===== src/design/isa_pkg.sv =====
package isa_pkg;

   localparam int WORD_W = 32;
   localparam int TAG_W  = 6;

   typedef logic [WORD_W-1:0] word_t;
   typedef logic [TAG_W-1:0]  tag_t;
   typedef logic [5:0]        opcode_t;
   typedef logic [5:0]        funct_t;
   typedef logic [3:0]        alu_op_t;

   // major opcodes
   localparam opcode_t OPCODE_RTYPE = 6'h00;
   localparam opcode_t OPCODE_BEQ   = 6'h04;
   localparam opcode_t OPCODE_BNE   = 6'h05;

   // r-type function field
   localparam funct_t FUNCT_ADD  = 6'h20;
   localparam funct_t FUNCT_ADDU = 6'h21;
   localparam funct_t FUNCT_SUB  = 6'h22;
   localparam funct_t FUNCT_SUBU = 6'h23;
   localparam funct_t FUNCT_AND  = 6'h24;
   localparam funct_t FUNCT_OR   = 6'h25;
   localparam funct_t FUNCT_NOR  = 6'h27;
   localparam funct_t FUNCT_SLT  = 6'h2a;
   localparam funct_t FUNCT_SLTU = 6'h2b;

   // internal alu operations, add/addu and sub/subu collapse to one each
   localparam alu_op_t ALU_ADD  = 4'd0;
   localparam alu_op_t ALU_SUB  = 4'd1;
   localparam alu_op_t ALU_AND  = 4'd2;
   localparam alu_op_t ALU_OR   = 4'd3;
   localparam alu_op_t ALU_NOR  = 4'd4;
   localparam alu_op_t ALU_SLT  = 4'd5;
   localparam alu_op_t ALU_SLTU = 4'd6;
   localparam alu_op_t ALU_BEQ  = 4'd7;
   localparam alu_op_t ALU_BNE  = 4'd8;

endpackage


===== src/design/issue_pkg.sv =====
package issue_pkg;

   // entries in the issue queue, also the dispatch credit pool
   localparam int ISSUE_DEPTH = 4;

   // holds 0 to ISSUE_DEPTH
   typedef logic [2:0] credit_t;

   // wraps naturally at ISSUE_DEPTH
   typedef logic [1:0] qptr_t;

endpackage


===== src/design/cla_adder.sv =====
module cla_adder (
   input  isa_pkg::word_t a,
   input  isa_pkg::word_t b,
   input  logic           carry_in,
   output isa_pkg::word_t sum,
   output logic           carry_out,
   output logic           overflow
);
   import isa_pkg::*;

   localparam int NGRP = WORD_W / 4;

   word_t           g;
   word_t           p;
   word_t           c;        // carry into each bit
   logic [NGRP-1:0] grp_g;
   logic [NGRP-1:0] grp_p;
   logic [NGRP:0]   grp_c;    // carry into each group

   assign g = a & b;
   assign p = a ^ b;

   for (genvar k = 0; k < NGRP; k++) begin : g_grp
      localparam int B = 4 * k;

      assign grp_g[k] = g[B+3] | (p[B+3] & g[B+2]) | (p[B+3] & p[B+2] & g[B+1])
                      | (p[B+3] & p[B+2] & p[B+1] & g[B]);
      assign grp_p[k] = &p[B+3:B];

      // first level lookahead inside the group
      assign c[B]   = grp_c[k];
      assign c[B+1] = g[B] | (p[B] & grp_c[k]);
      assign c[B+2] = g[B+1] | (p[B+1] & g[B]) | (p[B+1] & p[B] & grp_c[k]);
      assign c[B+3] = g[B+2] | (p[B+2] & g[B+1]) | (p[B+2] & p[B+1] & g[B])
                    | (p[B+2] & p[B+1] & p[B] & grp_c[k]);
   end

   // second level, each group carry flattened from G/P and carry_in
   always_comb begin
      logic acc;
      logic run;
      grp_c[0] = carry_in;
      for (int k = 0; k < NGRP; k++) begin
         acc = grp_g[k];
         run = grp_p[k];
         for (int j = k - 1; j >= 0; j--) begin
            acc = acc | (run & grp_g[j]);
            run = run & grp_p[j];
         end
         grp_c[k+1] = acc | (run & carry_in);
      end
   end

   assign sum       = p ^ c;
   assign carry_out = grp_c[NGRP];
   assign overflow  = c[WORD_W-1] ^ grp_c[NGRP];   // carry in vs out of msb

endmodule


===== src/design/dispatch_unit.sv =====
module dispatch_unit (
   input  logic              clk,
   input  logic              reset,
   input  logic              op_valid,
   output logic              op_ready,
   input  isa_pkg::opcode_t  op_opcode,
   input  isa_pkg::funct_t   op_funct,
   input  isa_pkg::word_t    op_rs_data,
   input  isa_pkg::word_t    op_rt_data,
   input  isa_pkg::tag_t     op_tag,
   input  logic              credit_return,
   output logic              push_valid,
   output isa_pkg::alu_op_t  push_alu_op,
   output isa_pkg::word_t    push_rs_data,
   output isa_pkg::word_t    push_rt_data,
   output isa_pkg::tag_t     push_tag,
   output logic              illegal_op,
   output isa_pkg::tag_t     illegal_tag
);
   import isa_pkg::*;
   import issue_pkg::*;

   credit_t credits;
   alu_op_t dec_op;
   logic    dec_legal;
   logic    accept;
   logic    spend;

   assign op_ready = (credits != '0);
   assign accept   = op_valid && op_ready;
   assign spend    = accept && dec_legal;

   always_comb begin
      dec_op    = ALU_ADD;
      dec_legal = 1'b1;
      if (op_opcode == OPCODE_RTYPE) begin
         case (op_funct)
            FUNCT_ADD, FUNCT_ADDU: dec_op = ALU_ADD;
            FUNCT_SUB, FUNCT_SUBU: dec_op = ALU_SUB;
            FUNCT_AND:             dec_op = ALU_AND;
            FUNCT_OR:              dec_op = ALU_OR;
            FUNCT_NOR:             dec_op = ALU_NOR;
            FUNCT_SLT:             dec_op = ALU_SLT;
            FUNCT_SLTU:            dec_op = ALU_SLTU;
            default:               dec_legal = 1'b0;
         endcase
      end else if (op_opcode == OPCODE_BEQ) begin
         dec_op = ALU_BEQ;
      end else if (op_opcode == OPCODE_BNE) begin
         dec_op = ALU_BNE;
      end else begin
         dec_legal = 1'b0;
      end
   end

   always_ff @(posedge clk) begin
      if (reset) begin
         push_valid <= 1'b0;
         illegal_op <= 1'b0;
         credits    <= credit_t'(ISSUE_DEPTH);
      end else begin
         push_valid <= spend;
         illegal_op <= accept && !dec_legal;
         case ({spend, credit_return})
            2'b10:   credits <= credits - 1'b1;
            2'b01:   credits <= credits + 1'b1;
            default: credits <= credits;   // both or neither
         endcase
      end
   end

   always_ff @(posedge clk) begin
      if (spend) begin
         push_alu_op  <= dec_op;
         push_rs_data <= op_rs_data;
         push_rt_data <= op_rt_data;
         push_tag     <= op_tag;
      end
      illegal_tag <= op_tag;
   end

   // returns from the queue must never outnumber what was spent
   a_credit_bound: assert property (@(posedge clk) disable iff (reset)
      credits <= ISSUE_DEPTH);

endmodule


===== src/design/issue_queue.sv =====
module issue_queue (
   input  logic              clk,
   input  logic              reset,
   input  logic              push_valid,
   input  isa_pkg::alu_op_t  push_alu_op,
   input  isa_pkg::word_t    push_rs_data,
   input  isa_pkg::word_t    push_rt_data,
   input  isa_pkg::tag_t     push_tag,
   output logic              head_valid,
   output isa_pkg::alu_op_t  head_alu_op,
   output isa_pkg::word_t    head_rs_data,
   output isa_pkg::word_t    head_rt_data,
   output isa_pkg::tag_t     head_tag,
   input  logic              pop,
   output logic              credit_return
);
   import isa_pkg::*;
   import issue_pkg::*;

   alu_op_t mem_alu_op [ISSUE_DEPTH];
   word_t   mem_rs     [ISSUE_DEPTH];
   word_t   mem_rt     [ISSUE_DEPTH];
   tag_t    mem_tag    [ISSUE_DEPTH];

   qptr_t   wr_ptr;
   qptr_t   rd_ptr;
   credit_t count;

   assign head_valid   = (count != '0);
   assign head_alu_op  = mem_alu_op[rd_ptr];
   assign head_rs_data = mem_rs[rd_ptr];
   assign head_rt_data = mem_rt[rd_ptr];
   assign head_tag     = mem_tag[rd_ptr];

   always_ff @(posedge clk) begin
      if (push_valid) begin
         mem_alu_op[wr_ptr] <= push_alu_op;
         mem_rs[wr_ptr]     <= push_rs_data;
         mem_rt[wr_ptr]     <= push_rt_data;
         mem_tag[wr_ptr]    <= push_tag;
      end
   end

   always_ff @(posedge clk) begin
      if (reset) begin
         wr_ptr        <= '0;
         rd_ptr        <= '0;
         count         <= '0;
         credit_return <= 1'b0;
      end else begin
         if (push_valid) begin
            wr_ptr <= wr_ptr + 1'b1;
         end
         if (pop) begin
            rd_ptr <= rd_ptr + 1'b1;
         end
         case ({push_valid, pop})
            2'b10:   count <= count + 1'b1;
            2'b01:   count <= count - 1'b1;
            default: count <= count;
         endcase
         // one credit back per freed entry on the next cycle
         credit_return <= pop;
      end
   end

   // dispatch credits keep pushes away from a full queue
   a_no_push_full: assert property (@(posedge clk) disable iff (reset)
      push_valid |-> (count != credit_t'(ISSUE_DEPTH)));

   a_no_pop_empty: assert property (@(posedge clk) disable iff (reset)
      pop |-> head_valid);

endmodule


===== src/design/int_exec_unit.sv =====
module int_exec_unit (
   input  logic              clk,
   input  logic              reset,
   input  logic              head_valid,
   input  isa_pkg::alu_op_t  head_alu_op,
   input  isa_pkg::word_t    head_rs_data,
   input  isa_pkg::word_t    head_rt_data,
   input  isa_pkg::tag_t     head_tag,
   output logic              pop,
   input  logic              result_stall,
   output logic              result_valid,
   output isa_pkg::tag_t     result_tag,
   output isa_pkg::word_t    result_value,
   output logic              result_carry,
   output logic              result_overflow,
   output logic              result_is_branch,
   output logic              result_taken
);
   import isa_pkg::*;

   logic  use_sub;
   word_t add_b;
   word_t add_sum;
   logic  add_cout;
   logic  add_ovf;
   logic  lt_signed;
   logic  lt_unsigned;
   logic  operands_eq;

   word_t value_nxt;
   logic  carry_nxt;
   logic  ovf_nxt;
   logic  branch_nxt;
   logic  taken_nxt;

   assign pop = head_valid && !result_stall;

   // compares share the subtract path
   assign use_sub = (head_alu_op == ALU_SUB) || (head_alu_op == ALU_SLT)
                 || (head_alu_op == ALU_SLTU);
   assign add_b   = use_sub ? ~head_rt_data : head_rt_data;

   cla_adder adder_i (
      .a         (head_rs_data),
      .b         (add_b),
      .carry_in  (use_sub),
      .sum       (add_sum),
      .carry_out (add_cout),
      .overflow  (add_ovf)
   );

   assign lt_signed   = add_sum[WORD_W-1] ^ add_ovf;
   assign lt_unsigned = !add_cout;   // borrow out
   assign operands_eq = (head_rs_data == head_rt_data);

   always_comb begin
      value_nxt  = '0;
      carry_nxt  = 1'b0;
      ovf_nxt    = 1'b0;
      branch_nxt = 1'b0;
      taken_nxt  = 1'b0;
      case (head_alu_op)
         ALU_ADD, ALU_SUB: begin
            value_nxt = add_sum;
            carry_nxt = add_cout;
            ovf_nxt   = add_ovf;
         end
         ALU_AND:  value_nxt = head_rs_data & head_rt_data;
         ALU_OR:   value_nxt = head_rs_data | head_rt_data;
         ALU_NOR:  value_nxt = ~(head_rs_data | head_rt_data);
         ALU_SLT:  value_nxt = word_t'(lt_signed);
         ALU_SLTU: value_nxt = word_t'(lt_unsigned);
         ALU_BEQ: begin
            branch_nxt = 1'b1;
            taken_nxt  = operands_eq;
         end
         ALU_BNE: begin
            branch_nxt = 1'b1;
            taken_nxt  = !operands_eq;
         end
         default: value_nxt = '0;
      endcase
   end

   always_ff @(posedge clk) begin
      if (reset) begin
         result_valid <= 1'b0;
      end else if (!result_stall) begin
         result_valid <= head_valid;
      end
   end

   always_ff @(posedge clk) begin
      if (pop) begin
         result_tag       <= head_tag;
         result_value     <= value_nxt;
         result_carry     <= carry_nxt;
         result_overflow  <= ovf_nxt;
         result_is_branch <= branch_nxt;
         result_taken     <= taken_nxt;
      end
   end

   // a stalled result stays put on the bus
   a_stall_hold: assert property (@(posedge clk) disable iff (reset)
      result_valid && result_stall |=> result_valid && $stable(result_tag)
         && $stable(result_value) && $stable(result_carry) && $stable(result_overflow)
         && $stable(result_is_branch) && $stable(result_taken));

endmodule


===== src/design/int_issue_top.sv =====
module int_issue_top (
   input  logic              clk,
   input  logic              reset,
   input  logic              op_valid,
   output logic              op_ready,
   input  isa_pkg::opcode_t  op_opcode,
   input  isa_pkg::funct_t   op_funct,
   input  isa_pkg::word_t    op_rs_data,
   input  isa_pkg::word_t    op_rt_data,
   input  isa_pkg::tag_t     op_tag,
   output logic              illegal_op,
   output isa_pkg::tag_t     illegal_tag,
   input  logic              result_stall,
   output logic              result_valid,
   output isa_pkg::tag_t     result_tag,
   output isa_pkg::word_t    result_value,
   output logic              result_carry,
   output logic              result_overflow,
   output logic              result_is_branch,
   output logic              result_taken
);
   import isa_pkg::*;

   logic    push_valid;
   alu_op_t push_alu_op;
   word_t   push_rs_data;
   word_t   push_rt_data;
   tag_t    push_tag;
   logic    credit_return;

   logic    head_valid;
   alu_op_t head_alu_op;
   word_t   head_rs_data;
   word_t   head_rt_data;
   tag_t    head_tag;
   logic    pop;

   dispatch_unit dispatch_i (
      .clk           (clk),
      .reset         (reset),
      .op_valid      (op_valid),
      .op_ready      (op_ready),
      .op_opcode     (op_opcode),
      .op_funct      (op_funct),
      .op_rs_data    (op_rs_data),
      .op_rt_data    (op_rt_data),
      .op_tag        (op_tag),
      .credit_return (credit_return),
      .push_valid    (push_valid),
      .push_alu_op   (push_alu_op),
      .push_rs_data  (push_rs_data),
      .push_rt_data  (push_rt_data),
      .push_tag      (push_tag),
      .illegal_op    (illegal_op),
      .illegal_tag   (illegal_tag)
   );

   issue_queue queue_i (
      .clk           (clk),
      .reset         (reset),
      .push_valid    (push_valid),
      .push_alu_op   (push_alu_op),
      .push_rs_data  (push_rs_data),
      .push_rt_data  (push_rt_data),
      .push_tag      (push_tag),
      .head_valid    (head_valid),
      .head_alu_op   (head_alu_op),
      .head_rs_data  (head_rs_data),
      .head_rt_data  (head_rt_data),
      .head_tag      (head_tag),
      .pop           (pop),
      .credit_return (credit_return)
   );

   int_exec_unit exec_i (
      .clk              (clk),
      .reset            (reset),
      .head_valid       (head_valid),
      .head_alu_op      (head_alu_op),
      .head_rs_data     (head_rs_data),
      .head_rt_data     (head_rt_data),
      .head_tag         (head_tag),
      .pop              (pop),
      .result_stall     (result_stall),
      .result_valid     (result_valid),
      .result_tag       (result_tag),
      .result_value     (result_value),
      .result_carry     (result_carry),
      .result_overflow  (result_overflow),
      .result_is_branch (result_is_branch),
      .result_taken     (result_taken)
   );

endmodule


===== config.mk =====
export PLATFORM = sky130hd
export DESIGN_NAME = int_issue_top
export DESIGN_NICKNAME = d
export VERILOG_FILES = /design/src/design/isa_pkg.sv /design/src/design/issue_pkg.sv /design/src/design/cla_adder.sv /design/src/design/dispatch_unit.sv /design/src/design/issue_queue.sv /design/src/design/int_exec_unit.sv /design/src/design/int_issue_top.sv
export SDC_FILE = /design/constraint.sdc
export NUM_CORES = 1
export LEC_CHECK = 0
export ABC_AREA = 1
export BUFFER_PORTS_ARGS = -buffer_cell sky130_fd_sc_hd__buf_4
export CAP_MARGIN = 20
export CORE_ASPECT_RATIO = 0.7
export CORE_UTILIZATION = 45
export CTS_BUF_LIST = sky130_fd_sc_hd__clkbuf_4
export DETAILED_ROUTE_END_ITERATION = 10
export SYNTH_ARGS = -nofsm -noshare
export SYNTH_HDL_FRONTEND = slang
export SYNTH_SLANG_ARGS = --single-unit
export TNS_END_PERCENT = 20

===== constraint.sdc =====
create_clock -name clk -period 4.7 [get_ports clk]
set_input_delay 0.705 -clock clk [delete_from_list [all_inputs] [get_ports clk]]
set_output_delay 0.705 -clock clk [all_outputs]
set_load 0.01 [all_outputs]

=== Word level (Yosys, flattened, before mapping) ===
Memories as Yosys holds them, arrays and structs flattened. A register that Yosys moved wholly into a read port is not among the register bits.
Cells that the tools add are included.

* Bits in registers: 130
* Memory bits (writable): 296
* Bits of input ports: 86
* Output and inout port bits: 51
* Word-level logic and storage cells: 395
* Memories kept: 4

* $add $sub $neg: 6
* Eq/ne operators: 24
* Mux-type cells: 22
* Bitwise gates (word level): 293
* Reduce and logical (&&, ||, !) cells: 28

{| class="wikitable"
|+ Memory list
! memory !! words !! bits a word !! read ports !! clocked after memory_dff !! write ports !! RTL line !! text
|-
| queue_i.mem_rs || 4 || 32 || 1 || 1 || 1 || issue_queue.sv:21 || <nowiki>word_t mem_rs [ISSUE_DEPTH];</nowiki>
|-
| queue_i.mem_rt || 4 || 32 || 1 || 1 || 1 || issue_queue.sv:22 || <nowiki>word_t mem_rt [ISSUE_DEPTH];</nowiki>
|-
| queue_i.mem_tag || 4 || 6 || 1 || 1 || 1 || issue_queue.sv:23 || <nowiki>tag_t mem_tag [ISSUE_DEPTH];</nowiki>
|-
| queue_i.mem_alu_op || 4 || 4 || 1 || 1 || 1 || issue_queue.sv:20 || <nowiki>alu_op_t mem_alu_op [ISSUE_DEPTH];</nowiki>
|}

{| class="wikitable"
|+ Operator list
! kind !! count
|-
| 32-bit case mux with 6 select lines || 1
|-
| 1-bit AND || 176
|-
| 1-bit OR || 108
|-
| 32-bit AND || 2
|-
| 32-bit NOT || 2
|-
| 32-bit XOR || 2
|-
| 6-bit equality test, second input constant || 9
|-
| 32-bit equality test || 1
|-
| 32-bit 2-to-1 mux || 1
|-
| 32-bit OR || 1
|-
| 4-bit AND reduction || 8
|-
| 3-bit case mux with 6 select lines || 1
|-
| 4-bit by 3-bit equality test with 1-bit output, second input constant || 4
|-
| 6-bit by 3-bit equality test with 1-bit output, second input constant || 2
|-
| 2-bit 2-to-1 mux || 6
|-
| 4-bit 2-to-1 mux || 3
|-
| 3-bit case mux with 2 select lines || 2
|-
| 9-bit OR reduction || 1
|-
| 4-bit by 2-bit equality test with 1-bit output, second input constant || 2
|-
| 1-bit 2-to-1 mux || 7
|-
| 3-bit by 1-bit adder with 3-bit output, second input constant || 2
|-
| 6-bit zero test || 1
|-
| 3-bit nonzero test || 2
|-
| 2-bit OR reduction || 3
|-
| other kinds (13) || 26
|}

=== Depth between registers and ports, before layout ===
Gate-level depths: netlist (run 1).

* Word-level depth: 22
* Depth in mapped cells: 27
* Mapped depth without buffers: 24

=== Cells and area by module ===
From an unflattened synthesis (run 1), not the netlist that was laid out.

* Cells, all modules: 1667
* Area total of the unflattened synthesis: 19765.2 um2

{| class="wikitable"
|+ Modules (own cells, without submodules)
! module !! instances !! cells an instance !! area an instance (um2) !! sequential area each (um2)
|-
| issue_queue || 1 || 776 || 11429.7 || 9088.7
|-
| int_exec_unit || 1 || 450 || 3768.6 || 1281.2
|-
| dispatch_unit || 1 || 155 || 2811.4 || 2442.3
|-
| cla_adder || 1 || 286 || 1755.4 || 0.0
|}

=== Worst setup path after synthesis (run 1) ===
Ideal clock, no wire load.

* Kind: input port to flip-flop
* From: input port result_stall
* To: register queue_i.count[2]
* Library setup time: 0.058 ns
* Arrival: 3.934 ns
* Data required time: 4.642 ns
* Path slack: 0.709 ns
* Cell stages on the path: 8
* Path buffers: 0
* Cells stage by stage: nor2_1 > ha_1 > inv_1 > fa_1 > a21oi_1 > o21ai_0 > a21oi_1 > o21a_1

* Cells in the longest elaborated chain, start to end: 4
* Elaborated cells between the ends (all ways): 6
* Classes of those cells: eq/ne (2); mux (1); reduce/logical (3)

{| class="wikitable"
|+ Ends and longest elaborated chain
! element !! RTL line !! text
|-
| from (decl) || int_issue_top.sv:13 || <nowiki>input logic result_stall,</nowiki>
|-
| 1-bit zero test * || -- ||
|-
| 1-bit logical AND * || int_exec_unit.sv:36 || <nowiki>assign pop = head_valid && !result_stall;</nowiki>
|-
| 2-bit by 1-bit equality test with 1-bit output or 2-bit equality test (tied branches) || issue_queue.sv:57 || <nowiki>case ({push_valid, pop})</nowiki>
|-
| 3-bit case mux with 2 select lines or 2-bit nonzero test (tied branches) || -- ||
|-
| to (signal assigned) || issue_queue.sv:58 || <nowiki>2'b10: count <= count + 1'b1;</nowiki>
|-
| to (signal assigned) || issue_queue.sv:59 || <nowiki>2'b01: count <= count - 1'b1;</nowiki>
|-
| to (signal assigned) || issue_queue.sv:60 || <nowiki>default: count <= count;</nowiki>
|-
| to (decl) || issue_queue.sv:27 || <nowiki>credit_t count;</nowiki>
|}

Every way passes the cells marked *; elsewhere a longest branch is shown, timed or not.
A chain may end at the register's enable or synchronous reset.

==> results of run 1 <==
[worst max-delay path by stage]
| stage | endpoint | slack [ns] | depth (start not counted) |
|---|---|---|---|
| 2_1_floorplan | queue_i.count[2] | 0.71 | 8 |
| 3_3_place_gp | exec_i.result_value[29] | 0.51 | 21 |
| 3_5_place_dp | exec_i.result_value[21] | 0.49 | 19 |
| 4_1_cts | exec_i.result_value[29] | 0.50 | 23 |
| 5_1_grt | exec_i.result_value[29] | 0.11 | 22 |
| 6_report | exec_i.result_value[21] | 0.43 | 19 |
[registers in the layout (all words and copies together) (netlist names), 2 cells and up, named ones only]
signal	count
exec_i.result_value	32
dispatch_i.push_alu_op	4
dispatch_i.illegal_tag	6
dispatch_i.push_rs_data	32
queue_i.rd_ptr	2
dispatch_i.credits	3
queue_i.mem_tag	24
dispatch_i.push_rt_data	32
queue_i.mem_rt	128
queue_i.mem_alu_op	16
queue_i.wr_ptr	2
exec_i.result_tag	6
queue_i.mem_rs	128
dispatch_i.push_tag	6
queue_i.count	3
[cells by family (layout without fill, tap and decap cells)]
kind of cell             after synthesis  after routing  share of synthesized area, %
AND/OR/NAND/NOR                      574            574                         12.32
flip-flops                           434            434                         64.97
AO/OA/AOI/OAI                        248            248                         8.693
buffers and inverters                220            574                         4.664
adder cells (fa/ha/maj)              111            111                         7.386
XOR/XNOR                              39             39                         1.961
other                                  0              2                             0
[metrics by stage]
step           hold slack [ns]  instances  worst slack (ns)
2_1_floorplan           0.4469       1626            0.7087
3_3_place_gp            0.4490       2361            0.5125
3_5_place_dp            0.4575       2361            0.4941
4_1_cts               0.004852       2561            0.4986
5_1_grt              0.0001756       2567            0.1101
6_report               0.09184       2567            0.4348
[per-layer routing]
metal / part of all wire (%) / track usage [%] / vias to the layer above
met4: 2.0 / 6.919 / 0
met2: 45 / 32.76 / 323
li1: - / - / 6365
met3: 5.2 / 4.588 / 73
met5: 0 / 0 / -
met1: 47 / 29.86 / 6242
[final cells by class]
type,instances,share of cell area [%]
sequential,434,54.93
multi-input combinational,972,25.69
clock buffer,151,4.858
timing repair buffer,224,7.636
inverter,161,2.612
tap,585,3.137
antenna,2,0.02145
clock inverter,38,1.115
[repair_timing]
item	CTS	global route
hold endpoints to repair	11	4
hold buffers	11	4
endpoints found under the setup margin	0	0
buffers inserted	0	0
[cells in the mapped netlist (all sizes together) (2+ instances only)]
cell     number  area (um2)
a211oi        4       30.03
a21o          3       22.52
a21oi        96       495.5
a221oi       17       180.2
a32oi        64       590.6
buf          40       244.0
clkbuf       19       71.32
dfxtp        22       440.4
edfxtp      412       12370
fa            9       180.2
ha          102        1276
inv         161       604.3
nand2       364        1404
nand3        56       290.3
nand3b        4       30.03
nand4         7       43.79
nor2        105       436.7
nor3         12       60.06
nor3b         2       15.01
nor4          8       50.05
o2111ai       7       61.31
o211ai        9       67.56
o21a          2       15.01
o21ai        36       183.9
o22ai         6       37.54
or2          14       87.58
xnor2        12       105.1
xor2         27       281.5
[worst reg2reg max path: stages (launching register included)]
cell	delay, ns
dfxtp_4	0.39
clkinv_2	0.19
buf_12	0.28
nand2_1	0.17
a32oi_1	0.38
buf_4	0.23
xor2_1	0.08
ha_1	0.34
nand2_1	0.08
nor2_1	0.23
buf_4	0.17
nand2_1	0.07
nor3_1	0.19
a21oi_1	0.11
nand2_1	0.22
inv_1	0.10
fa_1	0.43
xnor2_1	0.13
nand2_1	0.07
o2111ai_1	0.11
[power by group through the flow]
stage	combinational [W]	clock (W)	sequential [W]
floorplan	0.00174	0	0.00447
global placement	0.00261	0	0.00446
detailed placement	0.00265	0	0.00447
CTS	0.00267	0.00330	0.00438
global route	0.00300	0.00349	0.00439
finish	0.00269	0.00319	0.00438
==> results_dict.tcl, run 1 <==
set metrics [dict create \
    drtIter0Drc 871 \
    critPathSlowestCell "fa_1" \
    clockPowerShare_pct 31.1 \
    synthCells 1626 \
    fp.dieW_um 252.2 \
    grt_pass1_vias 12579 \
    cts-resized-gates 0 \
    synth-async-reset-ratio_pct 0 \
    die_area_um2 44670 \
    vias 13003 \
    dp_hpwl_um 30820 \
    comb_power_share_pct 26.2 \
    syn_nets 1823 \
    internal_power_w 0.007047 \
    power.switching_w 0.003205 \
    finalSetupViolCount 0 \
    pwr-share-seq_pct 42.7 \
    ant_nets 0 \
    ir_worst_vdd_mv 0.1832 \
    crit_arrival_ns 4.76 \
    area.growth.synth_to_final_pct 18.32 \
    worst_path_dominant_cell_family "buffers and inverters" \
    period_share_pct 90.75 \
    ys.flop_type "edfxtp_1" \
    core-area_um2 42800 \
    slowest_delay_ns 0.43 \
    path_clk_slew_ns 0.08 \
    rsz0062_at_grt "no" \
    min-delay-start "op_rt_data[28]" \
    p_leak_nw 9.353 \
    finalWirelength_um 46650 \
    multiInputGateArea_um2 5995 \
    die_y_um 177.1 \
    synth_cell_types 51 \
    cpMostUsedCell "nand2_1" \
    antenna_found_initial 1 \
    start_kind "flop" \
    clk_latency_ns 0.79 \
    yosysWarnings 0 \
    clockRootBuffer "clkbuf_4" \
    vias_per_cell 5.065 \
    worstPathMaxFanout 62 \
    crit_type "flop to flop" \
    cp-end-kind "flop" \
    maxCapViolations 0 \
    relSlewSlack_pct 44.12 \
    rows 63 \
    min_period_ns 4.265 \
    synth_edf_count 412 \
    dpl-instance-area_um2 21780 \
    final_cell_mix "412 x edfxtp_1, 353 x nand2_1, 204 x buf_4" \
    reg2reg_depth 19 \
    drive_gt1_share_pct 22.37 \
    rr_endpoint "exec_i.result_value[21]" \
    clockBufferDepth 3 \
    netSwitchingFraction_pct 31.26 \
    power_w 0.01025 \
    hold_viol_final 0 \
    start_util_pct 46.07 \
    cts_buffers 102 \
    ys_seq_elements 434 \
    synthesis.area_um2 19720 \
    regArea_um2 12820 \
    hold_depth 1 \
    wl_per_cell_um 18.17 \
    min_path_type "input pin to flop" \
    hold_end "dispatch_i.push_rt_data[28]" \
    io_pins 137 \
    power_density_nw_per_um2 439.4 \
    grt_pass1_wl_um 71370 \
    final_common_cell "edfxtp_1" \
    cts_tree "yes" \
    port_buffers 136 \
    r2r_slack_ns 0.43 \
    clock-skew-final_ns 0.04009 \
    finalMaxSlewViolations 0 \
    finish.utilization_pct 54.51 \
    place_congestion 0.9251 \
    cp.required_ns 5.20 \
    syn_avg_cell_area_um2 12.13 \
    outcome "finished clean" \
    firstDrtPassIters 9 \
    tightestPinTransition_ns 0.8369 \
    h-tree-depth 3 \
    path_buf_inv 5 \
    final.setup.tns_ns 0 \
    n_fill_cell 3715 \
    clock-sinks 434 \
    grt_max_degree 97 \
    design_area_um2 23330 \
    crit_path_cell_trace "clkinv_2, buf_12, nand2_1, a32oi_1, buf_4, xor2_1, ha_1, nand2_1, nor2_1, buf_4, nand2_1, nor3_1, a21oi_1, nand2_1, inv_1, fa_1, xnor2_1, nand2_1, o2111ai_1" \
    grt_usage_pct 21.21 \
    fmax_mhz 234.5 \
    ys_seq_area_share_pct 64.97 \
    drc 0 \
    grt_remaining_overflow 0 \
    nets 2092 \
]
Power figures use the tool's default switching activity.
==> run 2, diff against run 1 <==
==> constraint.sdc (replaced) <==
create_clock -name clk -period 4.81 [get_ports clk]
set_input_delay 0.7215 -clock clk [delete_from_list [all_inputs] [get_ports clk]]
set_output_delay 0.7215 -clock clk [all_outputs]
set_load 0.01 [all_outputs]
==> run 2 against run 1 <==
Effect of this change:
- non-clock buffer count up 27
- global-route usage up 0.35 points
- wire length up 1.2%
- clock-buffer cell count up 8
- clock skew up 0.00059 ns
- highest routed layer unchanged
- flip-flop and latch count unchanged
- register-to-register slack about the same
- critical path depth down 2
- fmax down 2.5%
- critical path type unchanged
==> results_dict.tcl, run 2 (synthesized netlist as in run 1, its figures left out) <==
set metrics [dict create \
    clockRootBuffer "clkbuf_4" \
    io_pins 137 \
    cts_hold_buffers 49 \
    place_congestion 0.9170 \
    dp_slack_ns 0.5407 \
    grt_pass1_wl_um 72350 \
    grt_util_met2_pct 33.33 \
    vias_per_cell 5.066 \
    busiest_layer "met2" \
    final_cell_mix "412 x edfxtp_1, 353 x nand2_1, 196 x buf_4" \
    ir_worst_vdd_mv 0.2079 \
    die_y_um 177.1 \
    rsz0062_at_grt "no" \
    hold_viol_final 0 \
    clk_latency_ns 0.84 \
    p_leak_nw 9.457 \
    grtUsageMet1_pct 30.17 \
    period_share_pct 90.96 \
    drive_gt1_share_pct 22.03 \
    cts_buffers 102 \
    design_area_um2 23590 \
    clock-skew-final_ns 0.04068 \
    start_util_pct 46.07 \
    largestRegisters "queue_i.mem_rs (128), queue_i.mem_rt (128)" \
    port_buffers 136 \
    maxCapViolations 0 \
    wl_per_cell_um 18.15 \
    cp-end-kind "flop" \
    finalMaxSlewViolations 0 \
    crit_type "flop to flop" \
    core-area_um2 42800 \
    path_clk_slew_ns 0.07 \
    finalWirelength_um 47200 \
    relSlewSlack_pct 31.96 \
    antenna_found_initial 3 \
    clock-sinks 434 \
    finish.utilization_pct 55.12 \
    outcome "finished clean" \
    clockBufferDepth 3 \
    nets 2119 \
    start_kind "flop" \
    drc 0 \
    cts_setup_buffers 0 \
    worstPathMaxFanout 57 \
    reg2reg_depth 17 \
    finalSetupViolCount 0 \
    rows 63 \
    min_path_type "input pin to flop" \
    grt_pass1_vias 12666 \
    hold_depth 1 \
    power_density_nw_per_um2 418.4 \
    tightestPinTransition_ns 1.019 \
    hold_end "dispatch_i.push_rt_data[23]" \
    min_period_ns 4.375 \
    grt_max_degree 93 \
    r2r_slack_ns 0.44 \
    drtIter0Drc 943 \
    crit_arrival_ns 5.02 \
    grt_remaining_overflow 0 \
    ant_nets 0 \
    final.setup.tns_ns 0 \
    h-tree-depth 3 \
    dpl-instance-area_um2 21720 \
    firstDrtPassIters 5 \
    grtUsageMet3_pct 5.412 \
    cts-resized-gates 0 \
    area.growth.synth_to_final_pct 19.64 \
    cp.required_ns 5.46 \
    die_area_um2 44670 \
    vias 13177 \
    rr_endpoint "exec_i.result_value[16]" \
    fp.dieW_um 252.2 \
    min-delay-start "op_rt_data[23]" \
    dp_hpwl_um 31060 \
    final_common_cell "edfxtp_1" \
    setup_ws_ns 0.4350 \
    fmax_mhz 228.6 \
    grt_usage_pct 21.56 \
    cts_tree "yes" \
]
run 2: changes by cell type in the layout (fill, tap and decap cells not counted):
cell / delta
diode_2: +3
inv_6: +3
dlygate4sd3_1: +35
clkbuf_4: +8
buf_4: -8
bufinv_16: -4
clkinvlp_4: -1
clkinv_4: +2
clkinv_1: -4
run 2: cell type report:
cell class | count | area (um2)
diodes | 5 | 12.51
inverters | 161 | 609.3
multi-input cells | 972 | 5995
clock inverters | 34 | 161.4
repair buffers | 251 | 2072
flip-flops and latches | 434 | 12820
clock buffers | 159 | 1194
fillers | 3648 | 19210
well taps | 585 | 732.0
run 2: per-layer routing:
layer / part of all wire (%) / wire length (um)
met3: 6.8 / 3201
met5: 0 / 0
met1: 46 / 21770
met4: 1.7 / 801
met2: 45 / 21430
run 2: worst max-delay path by stage:
stage	cells after the start	end	slack (ns)	from
3_5_place_dp	16	exec_i.result_value[5]	0.54	flop
4_1_cts	19	exec_i.result_value[13]	0.52	flop
5_1_grt	17	exec_i.result_value[16]	0.11	flop
2_1_floorplan	8	queue_i.count[2]	0.80	result_stall
3_3_place_gp	16	exec_i.result_value[5]	0.62	flop
6_report	17	exec_i.result_value[16]	0.44	flop
run 2: report_power, final:
part           internal, W  switching (W)  leakage (nW)  total, W
logic             0.000988        0.00163          4.74   0.00261
clock network      0.00152        0.00146         0.809   0.00298
registers          0.00423      0.0000516          3.91   0.00428
run 2: stage by stage:
step / hold WS [ns] / total power, W / std cells
after floorplan: 0.4469 / 0.006072 / 1626
after CTS: 0.00005446 / 0.009979 / 2595
after global placement: 0.4475 / 0.006888 / 2353
after global routing: -0.01426 / 0.01049 / 2601
final: 0.07202 / 0.009872 / 2601
after detailed placement: 0.4551 / 0.006931 / 2353
run 2: critical path, cell delays in order, from the launching register on:
cell,delay [ns]
dfxtp_4,0.40
clkinv_2,0.14
buf_12,0.25
buf_4,0.42
nand2_1,0.11
a32oi_1,0.42
inv_1,0.16
nand2_1,0.13
nand2_1,0.06
ha_1,0.19
a21o_1,0.20
nand2_1,0.06
nand3_1,0.32
a211oi_1,0.35
nand2_1,0.18
inv_1,0.12
fa_1,0.39
o211ai_1,0.18
